## config.mk

```make
export PLATFORM = sky130hd
export DESIGN_NAME = lc4_core
export DESIGN_NICKNAME = d
export VERILOG_FILES = /design/src/source/isa_pkg.sv /design/src/source/pipe_pkg.sv /design/src/source/wb_if.sv /design/src/source/decode_unit.sv /design/src/source/execute_unit.sv /design/src/source/fetch_unit.sv /design/src/source/hazard_unit.sv /design/src/source/lc4_core.sv /design/src/source/memory_unit.sv /design/src/source/regfile.sv
export SDC_FILE = /design/constraint.sdc
export NUM_CORES = 1
export LEC_CHECK = 0
export ABC_AREA = 0
export ABC_CLOCK_PERIOD_IN_PS = 13510
export BUFFER_PORTS_ARGS = -buffer_cell sky130_fd_sc_hd__buf_2
export CAP_MARGIN = 0
export CORE_MARGIN = 2
export CORE_UTILIZATION = 30
export DETAILED_ROUTE_END_ITERATION = 10
export GPL_ROUTABILITY_DRIVEN = 1
export SLEW_MARGIN = 20
export SYNTH_ARGS = -nofsm -noshare
export SYNTH_HDL_FRONTEND = slang
export SYNTH_HIERARCHICAL = 1
export SYNTH_SLANG_ARGS = --single-unit
```

## constraint.sdc

```tcl
create_clock -name gwe -period 13.51 [get_ports gwe]
set_clock_uncertainty 0.2 [all_clocks]
set_input_delay 2.0265 -clock gwe [delete_from_list [all_inputs] [get_ports gwe]]
set_output_delay 2.0265 -clock gwe [all_outputs]
set_load 0.02 [all_outputs]
```

## src/source/isa_pkg.sv

```systemverilog
/*
 * LC4 instruction set types shared by all pipeline stages.
 * Modules take it by wildcard import in their header.
 */
package isa_pkg;

    typedef logic [15:0] word_t;
    typedef logic [2:0] reg_sel_t;
    // one-hot: bit 2 = n, bit 1 = z, bit 0 = p
    typedef logic [2:0] nzp_t;

    // insn[15:12], only the supported subset
    typedef enum logic [3:0] {
        OP_BR    = 4'b0000,
        OP_ARITH = 4'b0001,
        OP_LOGIC = 4'b0101,
        OP_LDR   = 4'b0110,
        OP_STR   = 4'b0111,
        OP_CONST = 4'b1001
    } opcode_t;

    typedef enum logic [2:0] {
        ALU_ADD,
        ALU_SUB,
        ALU_AND,
        ALU_ADDI,
        ALU_PASS_IMM,
        ALU_ADDR_CALC
    } alu_op_t;

    // decoded control, all zero for a bubble
    typedef struct packed {
        reg_sel_t rs;
        reg_sel_t rt;
        reg_sel_t rd;
        logic     rs_re;
        logic     rt_re;
        logic     rd_we;
        logic     nzp_we;
        logic     is_load;
        logic     is_store;
        logic     is_branch;
        alu_op_t  alu_op;
        word_t    imm;
        nzp_t     br_mask;
    } ctrl_t;

    // BR with empty mask
    localparam word_t NOP_INSN = 16'h0000;

endpackage

```

## src/source/pipe_pkg.sv

```systemverilog
/*
 * Pipeline latch payloads and stall codes passed between stages.
 */
package pipe_pkg;

    import isa_pkg::*;

    // trace stall codes, 1 is unused in a single pipe
    typedef enum logic [1:0] {
        STALL_NONE  = 2'd0,
        STALL_FLUSH = 2'd2,
        STALL_LOAD  = 2'd3
    } stall_t;

    typedef struct packed {
        logic  valid;
        word_t pc;
        word_t insn;
    } fd_t;

    typedef struct packed {
        logic   valid;
        stall_t stall;
        word_t  pc;
        word_t  insn;
        ctrl_t  ctrl;
        word_t  rs_val;
        word_t  rt_val;
    } dx_t;

    typedef struct packed {
        logic   valid;
        stall_t stall;
        word_t  pc;
        word_t  insn;
        ctrl_t  ctrl;
        word_t  result;
        word_t  store_data;
    } xm_t;

    localparam word_t RESET_PC = 16'h8200;

endpackage

```

## src/source/wb_if.sv

```systemverilog
/*
 * Writeback port of the W stage, read by the register file and the X stage.
 */
interface wb_if import isa_pkg::*; ();

    logic     we;
    reg_sel_t sel;
    word_t    data;
    // nzp bits are derived from data by the reader
    logic     nzp_we;

    modport src (output we, output sel, output data, output nzp_we);
    modport dst (input we, input sel, input data, input nzp_we);

endinterface

```

## src/source/decode_unit.sv

```systemverilog
/*
 * D stage: decodes the F/D instruction, reads the register file and
 * fills the D/X latch, or a bubble on stall, redirect or an empty slot.
 */
module decode_unit import isa_pkg::*, pipe_pkg::*; (
    input  logic     gwe,
    input  logic     i_rst_n,
    input  fd_t      i_fd,
    input  logic     i_stall,
    input  logic     i_redirect,
    input  word_t    i_rs_val,
    input  word_t    i_rt_val,
    output reg_sel_t o_rs_sel,
    output reg_sel_t o_rt_sel,
    output ctrl_t    o_d_ctrl,
    output dx_t      o_dx
);

    word_t insn;
    ctrl_t dec;
    dx_t   dx_next;

    assign insn = i_fd.insn;

    always_comb begin
        dec = '0;
        case (opcode_t'(insn[15:12]))
            OP_BR: begin
                // empty mask is a NOP
                dec.is_branch = |insn[11:9];
                dec.br_mask   = insn[11:9];
                dec.imm       = {{7{insn[8]}}, insn[8:0]};
            end
            OP_ARITH: begin
                dec.rd = insn[11:9];
                dec.rs = insn[8:6];
                dec.rt = insn[2:0];
                if (insn[5]) begin
                    dec.alu_op = ALU_ADDI;
                    dec.imm    = {{11{insn[4]}}, insn[4:0]};
                    dec.rd_we  = 1'b1;
                end else if (insn[5:3] == 3'b000 || insn[5:3] == 3'b010) begin
                    // sub-op bit 4 separates SUB from ADD
                    dec.alu_op = insn[4] ? ALU_SUB : ALU_ADD;
                    dec.rt_re  = 1'b1;
                    dec.rd_we  = 1'b1;
                end
                // MUL and DIV fall out as no-ops
                dec.rs_re  = dec.rd_we;
                dec.nzp_we = dec.rd_we;
            end
            OP_LOGIC: begin
                dec.rd     = insn[11:9];
                dec.rs     = insn[8:6];
                dec.rt     = insn[2:0];
                dec.alu_op = ALU_AND;
                dec.rd_we  = (insn[5:3] == 3'b000);
                dec.rs_re  = dec.rd_we;
                dec.rt_re  = dec.rd_we;
                dec.nzp_we = dec.rd_we;
            end
            OP_LDR: begin
                dec.rd      = insn[11:9];
                dec.rs      = insn[8:6];
                dec.rs_re   = 1'b1;
                dec.is_load = 1'b1;
                dec.rd_we   = 1'b1;
                dec.nzp_we  = 1'b1;
                dec.alu_op  = ALU_ADDR_CALC;
                dec.imm     = {{10{insn[5]}}, insn[5:0]};
            end
            OP_STR: begin
                // store data register sits in the rd field
                dec.rt       = insn[11:9];
                dec.rs       = insn[8:6];
                dec.rs_re    = 1'b1;
                dec.rt_re    = 1'b1;
                dec.is_store = 1'b1;
                dec.alu_op   = ALU_ADDR_CALC;
                dec.imm      = {{10{insn[5]}}, insn[5:0]};
            end
            OP_CONST: begin
                dec.rd     = insn[11:9];
                dec.rd_we  = 1'b1;
                dec.nzp_we = 1'b1;
                dec.alu_op = ALU_PASS_IMM;
                dec.imm    = {{7{insn[8]}}, insn[8:0]};
            end
            default: begin
                dec = '0;
            end
        endcase
    end

    assign o_rs_sel = dec.rs;
    assign o_rt_sel = dec.rt;
    // empty F/D slot has no hazards
    assign o_d_ctrl = i_fd.valid ? dec : ctrl_t'('0);

    always_comb begin
        dx_next = '0;
        if (i_redirect || !i_fd.valid) begin
            dx_next.stall = STALL_FLUSH;
        end else if (i_stall) begin
            dx_next.stall = STALL_LOAD;
        end else begin
            dx_next.valid  = 1'b1;
            dx_next.stall  = STALL_NONE;
            dx_next.pc     = i_fd.pc;
            dx_next.insn   = insn;
            dx_next.ctrl   = dec;
            dx_next.rs_val = i_rs_val;
            dx_next.rt_val = i_rt_val;
        end
    end

    always_ff @(posedge gwe or negedge i_rst_n) begin
        if (!i_rst_n) begin
            o_dx       <= '0;
            o_dx.stall <= STALL_FLUSH;
        end else begin
            o_dx <= dx_next;
        end
    end

endmodule

```

## src/source/execute_unit.sv

```systemverilog
/*
 * X stage: operand bypass, ALU, NZP register and branch resolution.
 * Redirect and target are combinational; results go to the X/M latch.
 */
module execute_unit import isa_pkg::*, pipe_pkg::*; (
    input  logic  gwe,
    input  logic  i_rst_n,
    input  dx_t   i_dx,
    wb_if.dst     wb,
    output xm_t   o_xm,
    output logic  o_redirect,
    output word_t o_target
);

    word_t rs_op;
    word_t rt_op;
    word_t alu_res;
    nzp_t  nzp_q;
    nzp_t  nzp_cur;

    function automatic nzp_t nzp_of(input word_t v);
        if (v[15]) begin
            return 3'b100;
        end
        if (v == '0) begin
            return 3'b010;
        end
        return 3'b001;
    endfunction

    // M first, then W, then the latched register value
    // a load in M holds an address, never forwarded
    function automatic word_t bypass(input reg_sel_t sel, input word_t latched);
        if (o_xm.ctrl.rd_we && !o_xm.ctrl.is_load && o_xm.ctrl.rd == sel) begin
            return o_xm.result;
        end
        if (wb.we && wb.sel == sel) begin
            return wb.data;
        end
        return latched;
    endfunction

    always_comb begin
        rs_op = bypass(i_dx.ctrl.rs, i_dx.rs_val);
        rt_op = bypass(i_dx.ctrl.rt, i_dx.rt_val);
    end

    always_comb begin
        case (i_dx.ctrl.alu_op)
            ALU_ADD:       alu_res = rs_op + rt_op;
            ALU_SUB:       alu_res = rs_op - rt_op;
            ALU_AND:       alu_res = rs_op & rt_op;
            ALU_PASS_IMM:  alu_res = i_dx.ctrl.imm;
            ALU_ADDI,
            ALU_ADDR_CALC: alu_res = rs_op + i_dx.ctrl.imm;
            default:       alu_res = '0;
        endcase
    end

    // architectural nzp, written at W
    always_ff @(posedge gwe or negedge i_rst_n) begin
        if (!i_rst_n) begin
            nzp_q <= '0;
        end else if (wb.nzp_we) begin
            nzp_q <= nzp_of(wb.data);
        end
    end

    // youngest older writer; load in M is excluded by the hazard stall
    always_comb begin
        if (o_xm.ctrl.nzp_we) begin
            nzp_cur = nzp_of(o_xm.result);
        end else if (wb.nzp_we) begin
            nzp_cur = nzp_of(wb.data);
        end else begin
            nzp_cur = nzp_q;
        end
    end

    // bubbles carry zero ctrl, so no redirect
    assign o_redirect = i_dx.ctrl.is_branch && |(i_dx.ctrl.br_mask & nzp_cur);
    assign o_target   = i_dx.pc + 16'd1 + i_dx.ctrl.imm;

    always_ff @(posedge gwe or negedge i_rst_n) begin
        if (!i_rst_n) begin
            o_xm       <= '0;
            o_xm.stall <= STALL_FLUSH;
        end else begin
            o_xm.valid      <= i_dx.valid;
            o_xm.stall      <= i_dx.stall;
            o_xm.pc         <= i_dx.pc;
            o_xm.insn       <= i_dx.insn;
            o_xm.ctrl       <= i_dx.ctrl;
            o_xm.result     <= alu_res;
            o_xm.store_data <= rt_op;
        end
    end

endmodule

```

## src/source/fetch_unit.sv

```systemverilog
/*
 * F stage: program counter, next-PC choice and the F/D latch.
 */
module fetch_unit import isa_pkg::*, pipe_pkg::*; #(
    parameter word_t RESET_PC = 16'h0000
) (
    input  logic  gwe,
    input  logic  i_rst_n,
    input  word_t i_insn,
    input  logic  i_stall,
    input  logic  i_redirect,
    input  word_t i_target,
    output word_t o_pc,
    output fd_t   o_fd
);

    word_t pc_next;

    // taken branch beats a load stall
    always_comb begin
        if (i_redirect) begin
            pc_next = i_target;
        end else if (i_stall) begin
            pc_next = o_pc;
        end else begin
            pc_next = o_pc + 16'd1;
        end
    end

    always_ff @(posedge gwe or negedge i_rst_n) begin
        if (!i_rst_n) begin
            o_pc <= RESET_PC;
        end else begin
            o_pc <= pc_next;
        end
    end

    // F/D latch, emptied by reset or redirect, frozen by stall
    always_ff @(posedge gwe or negedge i_rst_n) begin
        if (!i_rst_n) begin
            o_fd <= '{valid: 1'b0, pc: '0, insn: NOP_INSN};
        end else if (i_redirect) begin
            o_fd <= '{valid: 1'b0, pc: '0, insn: NOP_INSN};
        end else if (!i_stall) begin
            o_fd <= '{valid: 1'b1, pc: o_pc, insn: i_insn};
        end
    end

endmodule

```

## src/source/hazard_unit.sv

```systemverilog
/*
 * Load-to-use and load-to-branch detection between D and X.
 * Stalls the F and D stages for one cycle.
 */
module hazard_unit import isa_pkg::*, pipe_pkg::*; (
    input  ctrl_t i_d_ctrl,
    input  dx_t   i_dx,
    output logic  o_stall
);

    logic x_load;
    logic rs_dep;
    logic rt_dep;

    assign x_load = i_dx.valid && i_dx.ctrl.is_load;

    assign rs_dep = i_d_ctrl.rs_re && i_d_ctrl.rs == i_dx.ctrl.rd;
    // store data is caught later by the W to M bypass
    assign rt_dep = i_d_ctrl.rt_re && !i_d_ctrl.is_store && i_d_ctrl.rt == i_dx.ctrl.rd;

    // a branch needs the load's nzp, which is known only in W
    assign o_stall = x_load && (rs_dep || rt_dep || i_d_ctrl.is_branch);

endmodule

```

## src/source/lc4_core.sv

```systemverilog
/*
 * Five-stage single-issue LC4 core with combinational instruction and
 * data memories outside; the W stage is exposed as a trace.
 */
module lc4_core import isa_pkg::*, pipe_pkg::*; #(
    parameter word_t RESET_PC = pipe_pkg::RESET_PC
) (
    input  logic     gwe,
    input  logic     i_rst_n,
    input  word_t    i_imem_insn,
    input  word_t    i_dmem_rdata,
    output word_t    o_imem_addr,
    output word_t    o_dmem_addr,
    output logic     o_dmem_we,
    output word_t    o_dmem_wdata,
    output logic     o_wb_valid,
    output word_t    o_wb_pc,
    output word_t    o_wb_insn,
    output logic     o_wb_we,
    output reg_sel_t o_wb_sel,
    output word_t    o_wb_data,
    output stall_t   o_wb_stall
);

    fd_t      fd;
    dx_t      dx;
    xm_t      xm;
    ctrl_t    d_ctrl;
    logic     stall;
    logic     redirect;
    word_t    target;
    reg_sel_t rs_sel;
    reg_sel_t rt_sel;
    word_t    rs_val;
    word_t    rt_val;

    // W stage result
    wb_if wb ();

    fetch_unit #(
        .RESET_PC (RESET_PC)
    ) u_fetch (
        .gwe        (gwe),
        .i_rst_n    (i_rst_n),
        .i_insn     (i_imem_insn),
        .i_stall    (stall),
        .i_redirect (redirect),
        .i_target   (target),
        .o_pc       (o_imem_addr),
        .o_fd       (fd)
    );

    decode_unit u_decode (
        .gwe        (gwe),
        .i_rst_n    (i_rst_n),
        .i_fd       (fd),
        .i_stall    (stall),
        .i_redirect (redirect),
        .i_rs_val   (rs_val),
        .i_rt_val   (rt_val),
        .o_rs_sel   (rs_sel),
        .o_rt_sel   (rt_sel),
        .o_d_ctrl   (d_ctrl),
        .o_dx       (dx)
    );

    regfile u_regfile (
        .gwe      (gwe),
        .i_rst_n  (i_rst_n),
        .i_rs_sel (rs_sel),
        .i_rt_sel (rt_sel),
        .wb       (wb.dst),
        .o_rs_val (rs_val),
        .o_rt_val (rt_val)
    );

    hazard_unit u_hazard (
        .i_d_ctrl (d_ctrl),
        .i_dx     (dx),
        .o_stall  (stall)
    );

    execute_unit u_execute (
        .gwe        (gwe),
        .i_rst_n    (i_rst_n),
        .i_dx       (dx),
        .wb         (wb.dst),
        .o_xm       (xm),
        .o_redirect (redirect),
        .o_target   (target)
    );

    memory_unit u_memory (
        .gwe          (gwe),
        .i_rst_n      (i_rst_n),
        .i_xm         (xm),
        .i_dmem_rdata (i_dmem_rdata),
        .wb           (wb.src),
        .o_dmem_addr  (o_dmem_addr),
        .o_dmem_we    (o_dmem_we),
        .o_dmem_wdata (o_dmem_wdata),
        .o_wb_valid   (o_wb_valid),
        .o_wb_pc      (o_wb_pc),
        .o_wb_insn    (o_wb_insn),
        .o_wb_we      (o_wb_we),
        .o_wb_sel     (o_wb_sel),
        .o_wb_data    (o_wb_data),
        .o_wb_stall   (o_wb_stall)
    );

endmodule

```

## src/source/memory_unit.sv

```systemverilog
/*
 * M and W stages: data memory access, store data bypass from W,
 * the M/W latch and the writeback and trace outputs.
 */
module memory_unit import isa_pkg::*, pipe_pkg::*; (
    input  logic     gwe,
    input  logic     i_rst_n,
    input  xm_t      i_xm,
    input  word_t    i_dmem_rdata,
    wb_if.src        wb,
    output word_t    o_dmem_addr,
    output logic     o_dmem_we,
    output word_t    o_dmem_wdata,
    output logic     o_wb_valid,
    output word_t    o_wb_pc,
    output word_t    o_wb_insn,
    output logic     o_wb_we,
    output reg_sel_t o_wb_sel,
    output word_t    o_wb_data,
    output stall_t   o_wb_stall
);

    xm_t   mw;
    word_t store_data;

    // W writes the register this store reads
    assign store_data = (mw.ctrl.rd_we && mw.ctrl.rd == i_xm.ctrl.rt) ? mw.result
                                                                        : i_xm.store_data;

    assign o_dmem_addr  = (i_xm.ctrl.is_load || i_xm.ctrl.is_store) ? i_xm.result : '0;
    assign o_dmem_we    = i_xm.ctrl.is_store;
    assign o_dmem_wdata = store_data;

    // result field holds the writeback value from here on
    always_ff @(posedge gwe or negedge i_rst_n) begin
        if (!i_rst_n) begin
            mw       <= '0;
            mw.stall <= STALL_FLUSH;
        end else begin
            mw        <= i_xm;
            mw.result <= i_xm.ctrl.is_load ? i_dmem_rdata : i_xm.result;
        end
    end

    assign wb.we     = mw.ctrl.rd_we;
    assign wb.sel    = mw.ctrl.rd;
    assign wb.data   = mw.result;
    assign wb.nzp_we = mw.ctrl.nzp_we;

    // trace of the retiring instruction or bubble
    assign o_wb_valid = mw.valid;
    assign o_wb_pc    = mw.pc;
    assign o_wb_insn  = mw.insn;
    assign o_wb_we    = mw.ctrl.rd_we;
    assign o_wb_sel   = mw.ctrl.rd;
    assign o_wb_data  = mw.result;
    assign o_wb_stall = mw.stall;

endmodule

```

## src/source/regfile.sv

```systemverilog
/*
 * Eight 16-bit registers, two read ports and one write port.
 * A read of the register being written returns the new value.
 */
module regfile import isa_pkg::*; (
    input  logic     gwe,
    input  logic     i_rst_n,
    input  reg_sel_t i_rs_sel,
    input  reg_sel_t i_rt_sel,
    wb_if.dst        wb,
    output word_t    o_rs_val,
    output word_t    o_rt_val
);

    word_t regs [8];

    // W writes in the same cycle that D reads
    function automatic word_t read_port(input reg_sel_t sel);
        if (wb.we && wb.sel == sel) begin
            return wb.data;
        end
        return regs[sel];
    endfunction

    always_ff @(posedge gwe or negedge i_rst_n) begin
        if (!i_rst_n) begin
            regs <= '{default: '0};
        end else if (wb.we) begin
            regs[wb.sel] <= wb.data;
        end
    end

    always_comb begin
        o_rs_val = read_port(i_rs_sel);
        o_rt_val = read_port(i_rt_sel);
    end

endmodule

```

; ---- Yosys cells after proc, flatten, opt, wreduce, memory -nomap -nowiden
; Cells that the tools add are included.
[op_classes]
add_sub_neg = 6
mul = 0
div = 0
n_lt_le_gt_ge = 4
n_eq_ne = 21
n_shift = 0
n_mux = 89
bitwise_logic = 5
reduce_logical = 37
[ops]
columns = operator, count
row1 = $mux 16, 23
row2 = $mux 102, 2
row3 = $bwmux 128, 1
row4 = $bmux 16 s3, 2
row5 = $pmux 16 s5, 1
row6 = $mux 33, 2
row7 = $mux 3, 17
row8 = $add 16x16->16, 3
row9 = $demux 16 s3, 1
row10 = $pmux 16 s3, 1
row11 = $mux 38, 1
row12 = $add 16x1->16 const B, 2
row13 = $logic_not 16->1, 2
row14 = $mux 1, 30
row15 = $eq 3x3->1, 9
row16 = $and 16x16->16, 1
row17 = $sub 16x16->16, 1
row18 = $logic_and 1x1->1, 15
row19 = $eq 4x3->1 const B, 3
row20 = $ge 4x4->1 const B, 3
row21 = $not 3->4, 3
row22 = $pmux 3 s4, 1
row23 = $reduce_or 2->1, 5
row24 = $eq 3x2->1 const B, 3
row25 = other kinds (17), 30
[word_totals]
ff_bits = 416
latchBits = 0
ramBits = 0
rom_bits = 0
inputBits = 34
elab_cells = 212
n_memories = 0

; ---- Longest topological paths before layout
[logic_depth]
word_depth = 15
depth_mapped = 23
mapped_depth_nobuf = 21

; ---- Cells and area by module
; The synthesis kept the hierarchy.
[by_module_without_submodules]
columns = module, n_inst, cells_each, area_each_um2
row1 = regfile, 1, 452, 7508.5
row2 = execute_unit, 1, 561, 5791.8
row3 = decode_unit, 1, 313, 3749.8
row4 = fetch_unit, 1, 208, 2207.1
row5 = memory_unit, 1, 134, 2147.1
row6 = hazard_unit, 1, 11, 86.3

; ---- Worst setup path before layout
; OpenSTA, ideal clock, no wires.
[synth_timing]
path_type = reg-to-reg
from = register u_memory.mw, in the netlist u_memory/o_wb_sel[1]
to = register u_execute/o_xm[31] in the netlist's numbering
arrival_time_ps = 4740
path_slack_ps = 8493
stages_incl_launch_ff = 18
n_path_buf = 1
cell_sequence = dfrtp_1 buf_4 xnor2_1 a41oi_1 or3b_1 a2bb2oi_1 or4_4 or3_4 or3_4 and3_1 a221o_1 ha_1 and3_1 a211oi_1 o21bai_1 a21oi_1 xnor3_1 o21ai_1
[synth_between]
elab_chain_len = 8
word_cells_on_any_way = 19
classes_between = add/sub: 3 / eq/ne: 2 / mux: 11 / bitwise: 1 / reduce/logical: 2
[synth_lines]
columns = element, line
row1 = from (decl), memory_unit.sv:23  ; xm_t mw;
row2 = from (signal assigned), memory_unit.sv:40  ; mw <= i_xm;
row3 = $eq 3x3->1, execute_unit.sv:37  ; if (wb.we && wb.sel == sel) begin
row4 = $logic_and 1x1->1, execute_unit.sv:37
row5 = $mux 1 (2 in series), execute_unit.sv:37
row6 = $mux 16, execute_unit.sv:40  ; return latched;
row7 = $mux 16, execute_unit.sv:37
row8 = "$add 16x16->16, or another cell as far along", execute_unit.sv:55  ; ALU_ADDR_CALC: alu_res = rs_op + i_dx.ctrl.imm;
row9 = $pmux 16 s5 *, execute_unit.sv:49  ; case (i_dx.ctrl.alu_op)
row10 = via u_execute.alu_res[15], execute_unit.sv:17  ; word_t alu_res;
row11 = to (decl), execute_unit.sv:10  ; output xm_t o_xm,
; The timed path passes the listed nets; every way through them passes the cells marked *. The select of a mux whose other input is x is not followed.
; A chain may end at the register's enable or synchronous reset.

; ---- Worst setup path in the final report
[layout_timing]
from = register u_execute/o_xm[56] in the netlist's numbering
to = register u_execute/o_xm[31] in the netlist's numbering
[layout_between]
elab_chain_len = 7
word_cells_on_any_way = 13
classes_between = add/sub: 3 / mux: 5 / bitwise: 1 / reduce/logical: 4
[layout_lines]
columns = element, line
row1 = $logic_not 1->1 *, execute_unit.sv:34  ; if (o_xm.ctrl.rd_we && !o_xm.ctrl.is_load && o_xm.ctrl.rd == sel) begin
row2 = $logic_and 1x1->1 *, execute_unit.sv:34
row3 = $logic_and 1x1->1, execute_unit.sv:34
row4 = $mux 1, execute_unit.sv:34
row5 = $mux 16, execute_unit.sv:37
row6 = "$add 16x16->16, or another cell as far along", execute_unit.sv:55
row7 = $pmux 16 s5 *, execute_unit.sv:49
row8 = via u_execute.alu_res[15], execute_unit.sv:17
; The timed path passes the listed nets; every way through them passes the cells marked *.

==> results.ini <==
[setup_path]
crit_type=register to register
critPathMaxFanout=34
worstPathRequired_ns=13.81
crit_path_end_kind=register
arrival_ns=6.20
cp-start-kind=register

[floorplan]
core_area_mm2=0.0675
rows=95
die-width_um=266
initial_core_util=0.304
die_area_mm2=0.0706
die_y_um=266
io_pins=138

[layout]
nets=1769
fillCellCount=6587
insertedDiodeCount=0
final_cells=2609
drive_gt1_frac=0.289
area_growth_pct=13.2

[cts]
clk_path_buf_depth=3
cts_root_buffer=clkbuf_16
cts_made_buffers=43
holdBufCountCts=0
cts_resized=0
cts_tree=yes
cts.sinks=408
clkLatencyLatePin_ns=0.59
path_clk_slew_ns=0.07
cts_setup_buffers=0
ctsHtreeMaxLevel=2

[grt]
grt_util_all_layers=0.154
grt_pass1_wl_mm=84.3
grt.overflow.total=0
grt_pass1_vias=13797
grt_start_max_net_pins=124
antenna_found_initial=2

[sta]
finalCriticalPeriod_ns=5.90
slew_headroom=0.316
setup_tns_ns=0
hold_violations=0
holdWs_ns=0.147
timing.final.crit_share=0.437
rsz0062_at_grt=no
setup_viol_count_final=0
fmax_mhz=169
drv_slew=0
worstMarginPinSlew_ns=1.02

[synthesis]
netlist_area_mm2=0.0205
yosys_warnings=6
syn_nets=1686
synth_cells=1619
syn_avg_cell_area_um2=12.7

[power_and_ir_drop]
p_leak_uw=0.0109
p_sw_uw=1510
total_power_uw=4310
ir_drop_uv=109
internal-power_uw=2810
p_comb_frac=0.311
power_frac_clock=0.266
p_per_area_mw_per_mm2=185
swShare=0.349
seqPwrFrac=0.423

[detailed_routing]
post-route-drc-count=0
wl_mm=54.2
via_count=13213
dr.first_iter.drc_count=1050
avgViaCountPerCell=5.06
drt_first_pass_iters=5
post_drt_wl_per_cell_um=20.8
ant_nets=0

[run]
cap_violations=0

[worst_hold_path]
min_path_type=register to register

[placed_design]
place_inst=2530
place.gp.congestion=0.871
place_hpwl_mm=36.1
io_buffers=137

[outcome]
status=completed

[cell usage in the layout (no fill, tap or decap), types with 12 or more instances in the layout]
cell / instances
a21oi_1: 40
nand2_1: 77
o21ai_1: 13
ha_1: 31
o21ai_0: 61
xor2_1: 21
nor2b_1: 22
xnor2_1: 51
clkbuf_16: 43
buf_2: 136
mux2i_1: 65
nand2b_1: 14
mux4_1: 60
clkbuf_1: 15
mux2_4: 21
inv_1: 31
a32oi_1: 12
nand3_1: 14
and2_1: 76
nor4_1: 12
and3_1: 15
dfrtp_1: 403
nor2_1: 75
buf_4: 26
nor3_1: 21
mux2_2: 207
[metrics by stage]
stage	worst slack (ns)	utilization	area, µm²
after floorplan	8.49	-	20500
after global placement	7.71	0.324	21900
after detailed placement	7.65	0.324	21900
after CTS	7.63	0.344	23300
after global routing	7.38	0.344	23300
final	7.61	0.344	23300
[state kept, by name (all words and copies together), names as in the netlist]
| signal | cells |
|---|---|
| u_memory/o_wb_pc | 16 |
| u_memory/o_wb_we | 1 |
| u_memory/o_wb_stall | 2 |
| u_fetch/o_fd | 33 |
| u_memory/o_wb_data | 16 |
| u_fetch/o_pc | 16 |
| u_memory/wb.nzp_we | 1 |
| u_decode/o_dx | 95 |
| u_execute/o_xm | 77 |
| u_regfile/regs | 128 |
| u_memory/o_wb_valid | 1 |
| u_memory/o_wb_sel | 3 |
| u_execute/nzp_q | 3 |
| u_memory/o_wb_insn | 16 |
[final timing paths]
kind / start / to / slack, ns / cells past startpoint
min in group asynchronous: i_rst_n / u_memory/o_wb_pc[0] / 1.31 / 1
max reg2reg: u_execute/o_xm[56] / u_execute/o_xm[31] / 7.61 / 17
max in group asynchronous: i_rst_n / u_execute/o_xm[9] / 9.65 / 3
min reg2reg: u_decode/o_dx[70] / u_execute/o_xm[70] / 0.15 / 0
max: u_execute/o_xm[56] / u_execute/o_xm[31] / 7.61 / 17
min: u_decode/o_dx[70] / u_execute/o_xm[70] / 0.15 / 0
[critical path, stage by stage (launching register included)]
cell and delay, ns:
dfrtp_1 0.91, nand2b_1 0.31, nor4_4 0.07, buf_4 0.24
or3b_1 0.44, a2bb2oi_1 0.20, or4_4 0.54, or3_4 0.42
or3_4 0.44, and3_1 0.18, a221o_1 0.26, ha_1 0.33
and3_1 0.18, a211oi_1 0.37, o21bai_1 0.11, a21oi_1 0.19
xnor3_1 0.32, o21ai_1 0.12
[power by group through the flow]
stage | clock network, µW | logic [µW] | registers, µW
floorplan | 0 | 1030 | 1710
global placement | 0 | 1310 | 1830
detailed placement | 0 | 1330 | 1840
CTS | 1190 | 1340 | 1820
global route | 1240 | 1470 | 1870
finish | 1150 | 1340 | 1820
[layout make-up]
| class | count | area [µm²] | share of cell area |
|---|---|---|---|
| inverter | 33 | 124 | 0.00533 |
| clock inverter | 15 | 139 | 0.00597 |
| sequential | 408 | 10200 | 0.439 |
| multi-input combinational | 1052 | 9570 | 0.411 |
| tap | 873 | 1090 | 0.0470 |
| timing repair buffer | 164 | 902 | 0.0388 |
| clock buffer | 64 | 1210 | 0.0522 |
[layer usage]
metal  up-vias  routed length [µm]  part of all wire  global-route usage
li1       5992                   -                 -                   -
met1      6803               23900              0.44               0.203
met2       333               26100              0.48               0.255
met3        85                2510             0.046              0.0287
met4         0                1700             0.031              0.0530
met5         -                   0                 0                   0
No activity file was read; power rests on OpenSTA's default activity.
